--- config.mk ---
export PLATFORM = sky130hd
export DESIGN_NAME = ahb_node
export DESIGN_NICKNAME = d
export VERILOG_FILES = /design/src/ahb_cfg_pkg.sv /design/src/ahb_pkg.sv /design/src/ahb_node.sv /design/src/ahb_resp_mux.sv /design/src/ahb_default_slave.sv /design/src/ahb_addr_decoder.sv
export SDC_FILE = /design/constraint.sdc
export NUM_CORES = 1
export LEC_CHECK = 0
export BUFFER_PORTS_ARGS = -buffer_cell sky130_fd_sc_hd__buf_2
export CELL_PAD_IN_SITES_DETAIL_PLACEMENT = 0
export CELL_PAD_IN_SITES_GLOBAL_PLACEMENT = 1
export CORE_AREA = 2 2 319 321
export CTS_CLUSTER_DIAMETER = 200
export CTS_CLUSTER_SIZE = 10
export DETAILED_ROUTE_END_ITERATION = 12
export DIE_AREA = 0 0 321 323
export PLACE_DENSITY_LB_ADDON = 0.1
export SYNTH_ARGS = -nofsm -noshare
export SYNTH_HDL_FRONTEND = slang
export SYNTH_SLANG_ARGS = --single-unit
--- constraint.sdc ---
create_clock -name hclk_i -period 6.6 [get_ports hclk_i]
set_clock_uncertainty 0.15 [all_clocks]
set_input_delay 1.98 -clock hclk_i [delete_from_list [all_inputs] [get_ports hclk_i]]
set_output_delay 1.98 -clock hclk_i [all_outputs]
set_load 0.005 [all_outputs]
--- src/ahb_cfg_pkg.sv ---
////////////////////
// Default sizes for the AHB node and subsystem
////////////////////

package ahb_cfg_pkg;

  // Slave ports on the node
  localparam int DEF_NB_SLAVES = 4;

  // Bus widths in bits
  localparam int DEF_DATA_WIDTH = 32;
  localparam int DEF_ADDR_WIDTH = 32;

  // SRAM depth in data words
  // Address wraps modulo this depth
  localparam int DEF_MEM_WORDS = 64;

endpackage

--- src/ahb_pkg.sv ---
////////////////////
// AHB-Lite protocol encodings
// htrans, hsize, hburst and hresp
////////////////////

package ahb_pkg;

  // Transfer type on htrans
  localparam logic [1:0] HTRANS_IDLE   = 2'b00;
  localparam logic [1:0] HTRANS_BUSY   = 2'b01;
  localparam logic [1:0] HTRANS_NONSEQ = 2'b10;
  localparam logic [1:0] HTRANS_SEQ    = 2'b11;

  // Transfer size on hsize
  // Only sizes up to one 32-bit word are used here
  localparam logic [2:0] HSIZE_BYTE = 3'b000;
  localparam logic [2:0] HSIZE_HALF = 3'b001;
  localparam logic [2:0] HSIZE_WORD = 3'b010;

  // Burst kind on hburst
  // Passed through by the node, never decoded
  localparam logic [2:0] HBURST_SINGLE = 3'b000;
  localparam logic [2:0] HBURST_INCR   = 3'b001;

  // Slave response on hresp
  localparam logic HRESP_OKAY  = 1'b0;
  localparam logic HRESP_ERROR = 1'b1;

endpackage
--- src/ahb_node.sv ---
////////////////////
// AHB-Lite node, one master to NB_SLAVES slaves
////////////////////

`timescale 1ns/1ps

module ahb_node #(
  parameter int NB_SLAVES      = ahb_cfg_pkg::DEF_NB_SLAVES,
  parameter int AHB_DATA_WIDTH = ahb_cfg_pkg::DEF_DATA_WIDTH,
  parameter int AHB_ADDR_WIDTH = ahb_cfg_pkg::DEF_ADDR_WIDTH,
  parameter bit BYPASS_HSEL    = 1'b0
) (
  input  logic                                     hclk_i,
  input  logic                                     reset_i,
  // Master side
  input  logic [AHB_ADDR_WIDTH-1:0]                haddr_i,
  input  logic [AHB_DATA_WIDTH-1:0]                hwdata_i,
  input  logic                                     hsel_i,
  input  logic                                     hwrite_i,
  input  logic                                     hmastlock_i,
  input  logic [1:0]                               htrans_i,
  input  logic [3:0]                               hprot_i,
  input  logic [2:0]                               hburst_i,
  input  logic [2:0]                               hsize_i,
  output logic [AHB_DATA_WIDTH-1:0]                hrdata_o,
  output logic                                     hmasterready_o,
  output logic                                     hresp_o,
  // Slave side, one lane per slave
  output logic [NB_SLAVES-1:0][AHB_ADDR_WIDTH-1:0] haddr_o,
  output logic [NB_SLAVES-1:0][AHB_DATA_WIDTH-1:0] hwdata_o,
  output logic [NB_SLAVES-1:0]                     hsel_o,
  output logic [NB_SLAVES-1:0]                     hwrite_o,
  output logic [NB_SLAVES-1:0]                     hmastlock_o,
  output logic [NB_SLAVES-1:0]                     hslaveready_o,
  output logic [NB_SLAVES-1:0][1:0]                htrans_o,
  output logic [NB_SLAVES-1:0][3:0]                hprot_o,
  output logic [NB_SLAVES-1:0][2:0]                hburst_o,
  output logic [NB_SLAVES-1:0][2:0]                hsize_o,
  input  logic [NB_SLAVES-1:0][AHB_DATA_WIDTH-1:0] hrdata_i,
  input  logic [NB_SLAVES-1:0]                     hreadyout_i,
  input  logic [NB_SLAVES-1:0]                     hresp_i,
  // Address map
  input  logic [NB_SLAVES-1:0][AHB_ADDR_WIDTH-1:0] start_addr_i,
  input  logic [NB_SLAVES-1:0][AHB_ADDR_WIDTH-1:0] end_addr_i
);

  logic [NB_SLAVES-1:0] dec_sel;
  logic                 dec_nomatch;
  logic                 hsel_eff;
  logic                 def_hsel;
  logic                 def_hreadyout;
  logic                 def_hresp;
  logic                 hready;

  ahb_addr_decoder #(
    .NB_SLAVES      (NB_SLAVES),
    .AHB_ADDR_WIDTH (AHB_ADDR_WIDTH)
  ) decoder_inst (
    .haddr_i      (haddr_i),
    .start_addr_i (start_addr_i),
    .end_addr_i   (end_addr_i),
    .sel_o        (dec_sel),
    .nomatch_o    (dec_nomatch)
  );

  // Bypass treats every transfer as ours
  assign hsel_eff = BYPASS_HSEL ? 1'b1 : hsel_i;

  // Per-slave select, gated by master hsel
  assign hsel_o = dec_sel & {NB_SLAVES{hsel_eff}};

  // Default slave sees only selected unmapped transfers
  assign def_hsel = hsel_eff & dec_nomatch;

  ahb_default_slave default_slave_inst (
    .hclk_i      (hclk_i),
    .reset_i     (reset_i),
    .hsel_i      (def_hsel),
    .htrans_i    (htrans_i),
    .hready_i    (hready),
    .hreadyout_o (def_hreadyout),
    .hresp_o     (def_hresp)
  );

  // No slave selected, default slave owns the data phase
  // it is idle then unless the transfer was unmapped
  ahb_resp_mux #(
    .NB_SLAVES      (NB_SLAVES),
    .AHB_DATA_WIDTH (AHB_DATA_WIDTH)
  ) resp_mux_inst (
    .hclk_i          (hclk_i),
    .reset_i         (reset_i),
    .hready_i        (hready),
    .sel_i           (hsel_o),
    .def_sel_i       (~|hsel_o),
    .hrdata_i        (hrdata_i),
    .hreadyout_i     (hreadyout_i),
    .hresp_i         (hresp_i),
    .def_hreadyout_i (def_hreadyout),
    .def_hresp_i     (def_hresp),
    .hrdata_o        (hrdata_o),
    .hready_o        (hready),
    .hresp_o         (hresp_o)
  );

  assign hmasterready_o = hready;

  // Broadcast to every slave lane
  for (genvar i = 0; i < NB_SLAVES; i++) begin : g_lane
    assign haddr_o[i]       = haddr_i;
    assign hwdata_o[i]      = hwdata_i;
    assign hwrite_o[i]      = hwrite_i;
    assign hmastlock_o[i]   = hmastlock_i;
    assign htrans_o[i]      = htrans_i;
    assign hprot_o[i]       = hprot_i;
    assign hburst_o[i]      = hburst_i;
    assign hsize_o[i]       = hsize_i;
    assign hslaveready_o[i] = hready;
  end

endmodule

--- src/ahb_resp_mux.sv ---
////////////////////
// Data-phase owner register and response mux
////////////////////

`timescale 1ns/1ps

module ahb_resp_mux #(
  parameter int NB_SLAVES      = ahb_cfg_pkg::DEF_NB_SLAVES,
  parameter int AHB_DATA_WIDTH = ahb_cfg_pkg::DEF_DATA_WIDTH
) (
  input  logic                                     hclk_i,
  input  logic                                     reset_i,
  input  logic                                     hready_i,
  input  logic [NB_SLAVES-1:0]                     sel_i,
  input  logic                                     def_sel_i,
  input  logic [NB_SLAVES-1:0][AHB_DATA_WIDTH-1:0] hrdata_i,
  input  logic [NB_SLAVES-1:0]                     hreadyout_i,
  input  logic [NB_SLAVES-1:0]                     hresp_i,
  input  logic                                     def_hreadyout_i,
  input  logic                                     def_hresp_i,
  output logic [AHB_DATA_WIDTH-1:0]                hrdata_o,
  output logic                                     hready_o,
  output logic                                     hresp_o
);

  // One-hot slave owner, or the default slave
  logic [NB_SLAVES-1:0] owner_q;
  logic                 owner_def_q;

  // Owner moves only when the current data phase ends
  always_ff @(posedge hclk_i) begin
    if (reset_i) begin
      owner_q     <= '0;
      owner_def_q <= 1'b1;
    end else if (hready_i) begin
      owner_q     <= sel_i;
      owner_def_q <= def_sel_i;
    end
  end

  always_comb begin
    hrdata_o = '0;
    hready_o = 1'b0;
    hresp_o  = ahb_pkg::HRESP_OKAY;
    if (owner_def_q) begin
      // Default slave returns no data
      hready_o = def_hreadyout_i;
      hresp_o  = def_hresp_i;
    end else begin
      for (int i = 0; i < NB_SLAVES; i++) begin
        if (owner_q[i]) begin
          hrdata_o = hrdata_i[i];
          hready_o = hreadyout_i[i];
          hresp_o  = hresp_i[i];
        end
      end
    end
  end

endmodule

--- src/ahb_default_slave.sv ---
////////////////////
// Default slave, two-cycle ERROR for unmapped transfers
////////////////////

`timescale 1ns/1ps

module ahb_default_slave (
  input  logic       hclk_i,
  input  logic       reset_i,
  input  logic       hsel_i,
  input  logic [1:0] htrans_i,
  input  logic       hready_i,
  output logic       hreadyout_o,
  output logic       hresp_o
);

  // State encoding
  localparam logic [1:0] ST_IDLE       = 2'd0;
  localparam logic [1:0] ST_ERR_FIRST  = 2'd1;
  localparam logic [1:0] ST_ERR_SECOND = 2'd2;

  logic [1:0] state_q;
  logic [1:0] state_d;
  logic       accept;

  // Only NONSEQ and SEQ are real transfers
  assign accept = hsel_i && hready_i &&
                  ((htrans_i == ahb_pkg::HTRANS_NONSEQ) ||
                   (htrans_i == ahb_pkg::HTRANS_SEQ));

  always_comb begin
    state_d = state_q;
    case (state_q)
      ST_IDLE: begin
        if (accept) begin
          state_d = ST_ERR_FIRST;
        end
      end
      // First ERROR cycle always stalls
      ST_ERR_FIRST: begin
        state_d = ST_ERR_SECOND;
      end
      // Ready is high here, so a new transfer may land
      default: begin
        state_d = accept ? ST_ERR_FIRST : ST_IDLE;
      end
    endcase
  end

  always_ff @(posedge hclk_i) begin
    if (reset_i) begin
      state_q <= ST_IDLE;
    end else begin
      state_q <= state_d;
    end
  end

  // Low only in the first ERROR cycle
  assign hreadyout_o = (state_q != ST_ERR_FIRST);
  assign hresp_o     = (state_q == ST_IDLE) ? ahb_pkg::HRESP_OKAY : ahb_pkg::HRESP_ERROR;

endmodule

--- src/ahb_addr_decoder.sv ---
////////////////////
// Address range decoder
// lowest index wins on overlap
////////////////////

`timescale 1ns/1ps

module ahb_addr_decoder #(
  parameter int NB_SLAVES      = ahb_cfg_pkg::DEF_NB_SLAVES,
  parameter int AHB_ADDR_WIDTH = ahb_cfg_pkg::DEF_ADDR_WIDTH
) (
  input  logic [AHB_ADDR_WIDTH-1:0]                haddr_i,
  input  logic [NB_SLAVES-1:0][AHB_ADDR_WIDTH-1:0] start_addr_i,
  input  logic [NB_SLAVES-1:0][AHB_ADDR_WIDTH-1:0] end_addr_i,
  output logic [NB_SLAVES-1:0]                     sel_o,
  output logic                                     nomatch_o
);

  // Raw range hits, may hold more than one bit
  logic [NB_SLAVES-1:0] hit;

  // Inclusive compare, start <= haddr <= end
  always_comb begin
    for (int i = 0; i < NB_SLAVES; i++) begin
      hit[i] = (haddr_i >= start_addr_i[i]) && (haddr_i <= end_addr_i[i]);
    end
  end

  // Isolate lowest set bit
  // two's complement trick, x & -x
  assign sel_o = hit & (~hit + NB_SLAVES'(1));

  // Nothing hit, default slave takes it
  assign nomatch_o = ~|hit;

endmodule

==> summary.md <==
| Metric | Value |
|---|---|
| Antenna Nets Post-Route | 0 |
| Fmax | roughly 0.15 GHz |
| Min cycle time layout | 6.56 ns |
| Startpoint Class | primary input |
| CP Data Required Time | between 4 and 5 ns |
| Synth Area in Simple Gates | 0.140 |
| Pins Over Slew Limit | 0 |
| Number of synthesized flops with an enable pin | 0 |
| Sequential-to-total area share from yosys stat | 0.0138 |
| Final WL | 61,400 microns |
| PnR Total Power | approximately 0.0010 W |
| CTS tree | done |
| Asr flop ratio synth | 0 |
| Mux contribution to synthesized area | 0 |
| Setup crit end kind | output pin |
| Post-Place Worst Slack | -0.585 ns |
| Hold path start | resp_mux_inst.owner_q[0]$_SDFFE_PP0N_ |
| Max Cap Viol | 0 |
| Sink Count | 7 |
| Synth Area in Adders | 0.315 |
| Synthesized Nets | between 2,000 and 2,500 |
| Comb power frac | 0.857 |
| WL/cell | about 19 microns |
| Most used cell, CP | buf_6 |
| Max FO, Critical Path | 6 |
| Leak Pwr | roughly 8 nW |
| Setup CP Type | primary input to output pin |
| Rows | about 120 |
| Combinational family with the most area after synthesis | buffers and inverters |
| Final nets | between 2,000 and 3,000 |
| XOR/XNOR Fraction of Synth Area | 0 |
| Initial Util | 0.101 |
| Drt via density | about 3.4 |
| Final setup margin | approximately 0.04 ns |
| Fin. Hold Viols | 0 |
| Input/output buffers | ~600 |
| Internal cell power | 0.000540 W |
| Gpl congestion | around 0.76 |
| Status | finished, final reports clean |
| Sw Share | 0.486 |
| Setup violators final | 0 |
| Fillers | 11,800 |
| H-tree Lvls | 1 |
| Tightest Pin Transition | just over 0.9 ns |
| Post-DP HPWL | roughly 56,000 microns |
| Remaining Overflow, GRT | 0 |
| Clock power share | 0.097 |
| Switch Pwr | between 0.0005 and 0.0006 W |
| Initial DRC Count | approximately 400 |
| IO Pins | a little over 800 |
| Peak supply drop | between 0.05 and 0.06 mV |
| Syn Inst Count | about 1,500 |
| Clock root buffer | clkbuf_16 |
| Core Region | slightly above 0.1 sq mm |
| Worst hold path type | register to register |
| Storage cell area | approximately 140 sq um |
| Critical R2R Launch | resp_mux_inst.owner_q[0]$_SDFFE_PP0N_ |
| PD cells | between 70 and 80 mW/mm^2 |
| Share of layout cells above drive strength 1 | 0.433 |
| Layout area overhead | 40.2% |
| Die W | 321 microns |
| Multi-input gate area | a little over 0.007 sq mm |
| Clk slew on worst S/H paths | 0.04 ns |
| Drt drc | 0 |
| CP cell instances | buf_8, clkinvlp_4, buf_6, ha_4, nand2b_4, a31oi_4, o311a_4, o41ai_4, buf_4, a31oi_4, o21ai_4, buf_6, nor3_4, buf_6 |
| Count of different cell masters after synthesis | 54 |
| Top FF cell, synth | dfxtp_1 |
| Largest net degree at the start of global routing | 67 |
| Worst Setup SP | haddr_i[0] |
| Mapped Area | roughly 0.010 sq mm |
| Inserted Clock Buffers | 3 |
| RSZ-0062 raised after global routing | true |
| GRT Util Overall | 0.112 |
| Final Cycle Share | 0.994 |
| Antenna violations before repair | 21 |
| Area fraction in compound gates after synthesis | 0.194 |
| Flop pwr share | 0.045 |
| Seq cells post-synth | 7 |
| Most common cell after layout, fill and taps aside | buf_2 |
| Maximum clock insertion buffer count | 2 |
| Drt first pass iters | 6 |
| Vias in the first global route | ~12,000 |
| CP arrival | about 4.4 ns |
| Core Util, Final | 0.142 |
| Most frequent cells in the layout | 589 x buf_2, 254 x inv_1, 246 x ha_1, 156 x a21oi_1, 151 x buf_4 |
| First-pass GRT wire length | 83,200 microns |
| Clk Latency, worst-skew pair | roughly 0.23 ns |
| Chip height | between 300 and 400 microns |
| Die area | between 0.1 and 0.15 sq mm |
| CP max stage cell | o311a_4 |
| Slew margin rel. | 0.376 |
| Via count | roughly 11,000 |
| Mapped Avg Cell Area | 6.87 sq um |
| CP max stage delay | 0.36 ns |
| Ys Warns | 0 |
registers in the layout (all words and copies together) (netlist names):
signal	flops
resp_mux_inst.owner_q	4
resp_mux_inst.owner_def_q	1
default_slave_inst.state_q	2
cell usage after synthesis (4+ instances only):
library cell	instances	share of area
nor2b_1	11	0.0068
o22ai_1	4	0.0025
nand3_1	18	0.0089
o21a_1	6	0.0044
a21oi_1	161	0.079
dfxtp_1	7	0.014
nor4_1	11	0.0068
nor2_1	120	0.044
a2111oi_0	5	0.0043
buf_4	316	0.23
clkbuf_1	24	0.0089
a221oi_1	8	0.0069
inv_1	257	0.095
nand2b_1	8	0.0049
a21o_1	15	0.011
a211oi_1	8	0.0059
ha_1	256	0.31
a22oi_1	35	0.026
nand2_1	53	0.020
o211ai_1	7	0.0052
a31oi_1	4	0.0025
o21ai_0	35	0.017
o41ai_1	4	0.0034
nor3_1	11	0.0054
nand4_1	45	0.028
and4_1	7	0.0060
worst paths after layout:
| kind | end | slack (ns) | cells past startpoint |
|---|---|---|---|
| worst min-delay path | resp_mux_inst.owner_q[0]$_SDFFE_PP0N_ | 0.30 | 2 |
| worst max-delay path | hsel_o[3] | 0.04 | 14 |
| worst max register to register | resp_mux_inst.owner_q[3]$_SDFFE_PP0N_ | 3.40 | 8 |
| worst min register to register | resp_mux_inst.owner_q[0]$_SDFFE_PP0N_ | 0.30 | 2 |
metal layers:
metal	GRT usage	share of wire
met1	0.144	0.44
met2	0.198	0.48
met3	0.0188	0.056
met4	0.0158	0.016
met5	0	0.00085
power by group through the flow:
stage | clock network, W | registers, W | logic [W]
floorplan | 0 | 0.0000462 | 0.000504
global placement | 0 | 0.0000484 | 0.000870
detailed placement | 0 | 0.0000484 | 0.000866
CTS | 0.000103 | 0.0000478 | 0.000915
global route | 0.000106 | 0.0000482 | 0.00103
finish | 0.000102 | 0.0000476 | 0.000900
logic make-up after synthesis:
| kind of cell | count (synthesis) |
|---|---|
| AO/OA/AOI/OAI | 321 |
| adder cells (fa/ha/maj) | 256 |
| flip-flops | 7 |
| buffers and inverters | 600 |
| AND/OR/NAND/NOR | 297 |
per-stage QoR:
step / cells / hold WS, ns / TNS (ns) / area [sq um]
final: 3213 / 0.302 / 0 / 14300
after global routing: 3209 / 0.335 / -0.276 / 14300
after CTS: 3206 / 0.304 / 0 / 14100
after detailed placement: 3197 / 0.299 / -2.07 / 13500
after global placement: 3197 / 0.294 / -1.92 / 13500
after floorplan: 1481 / 0.276 / 0 / 10200
layout make-up:
class                   count  area share
well taps                1309       0.115
clock buffers               4     0.00553
inverters                 257      0.0679
flip-flops and latches      7      0.0100
multi-input cells         874       0.497
diodes                      5    0.000877
repair buffers            757       0.304
timing repair:
action,4_1_cts,5_1_grt
endpoints found under the setup margin,4,4
pin swaps,24,22
buffers inserted,8,4
endpoints found under the hold margin,0,0
gates resized for setup,77,28
hold buffers,0,0
worst max-delay path: cells and delay by family:
family                   cells  cell delay, ns
adder cells (fa/ha/maj)      1            0.24
AND/OR/NAND/NOR              2            0.16
buffers and inverters        6            0.89
AO/OA/AOI/OAI                5            1.15
Note: power is estimated with default switching activity, not from simulation.
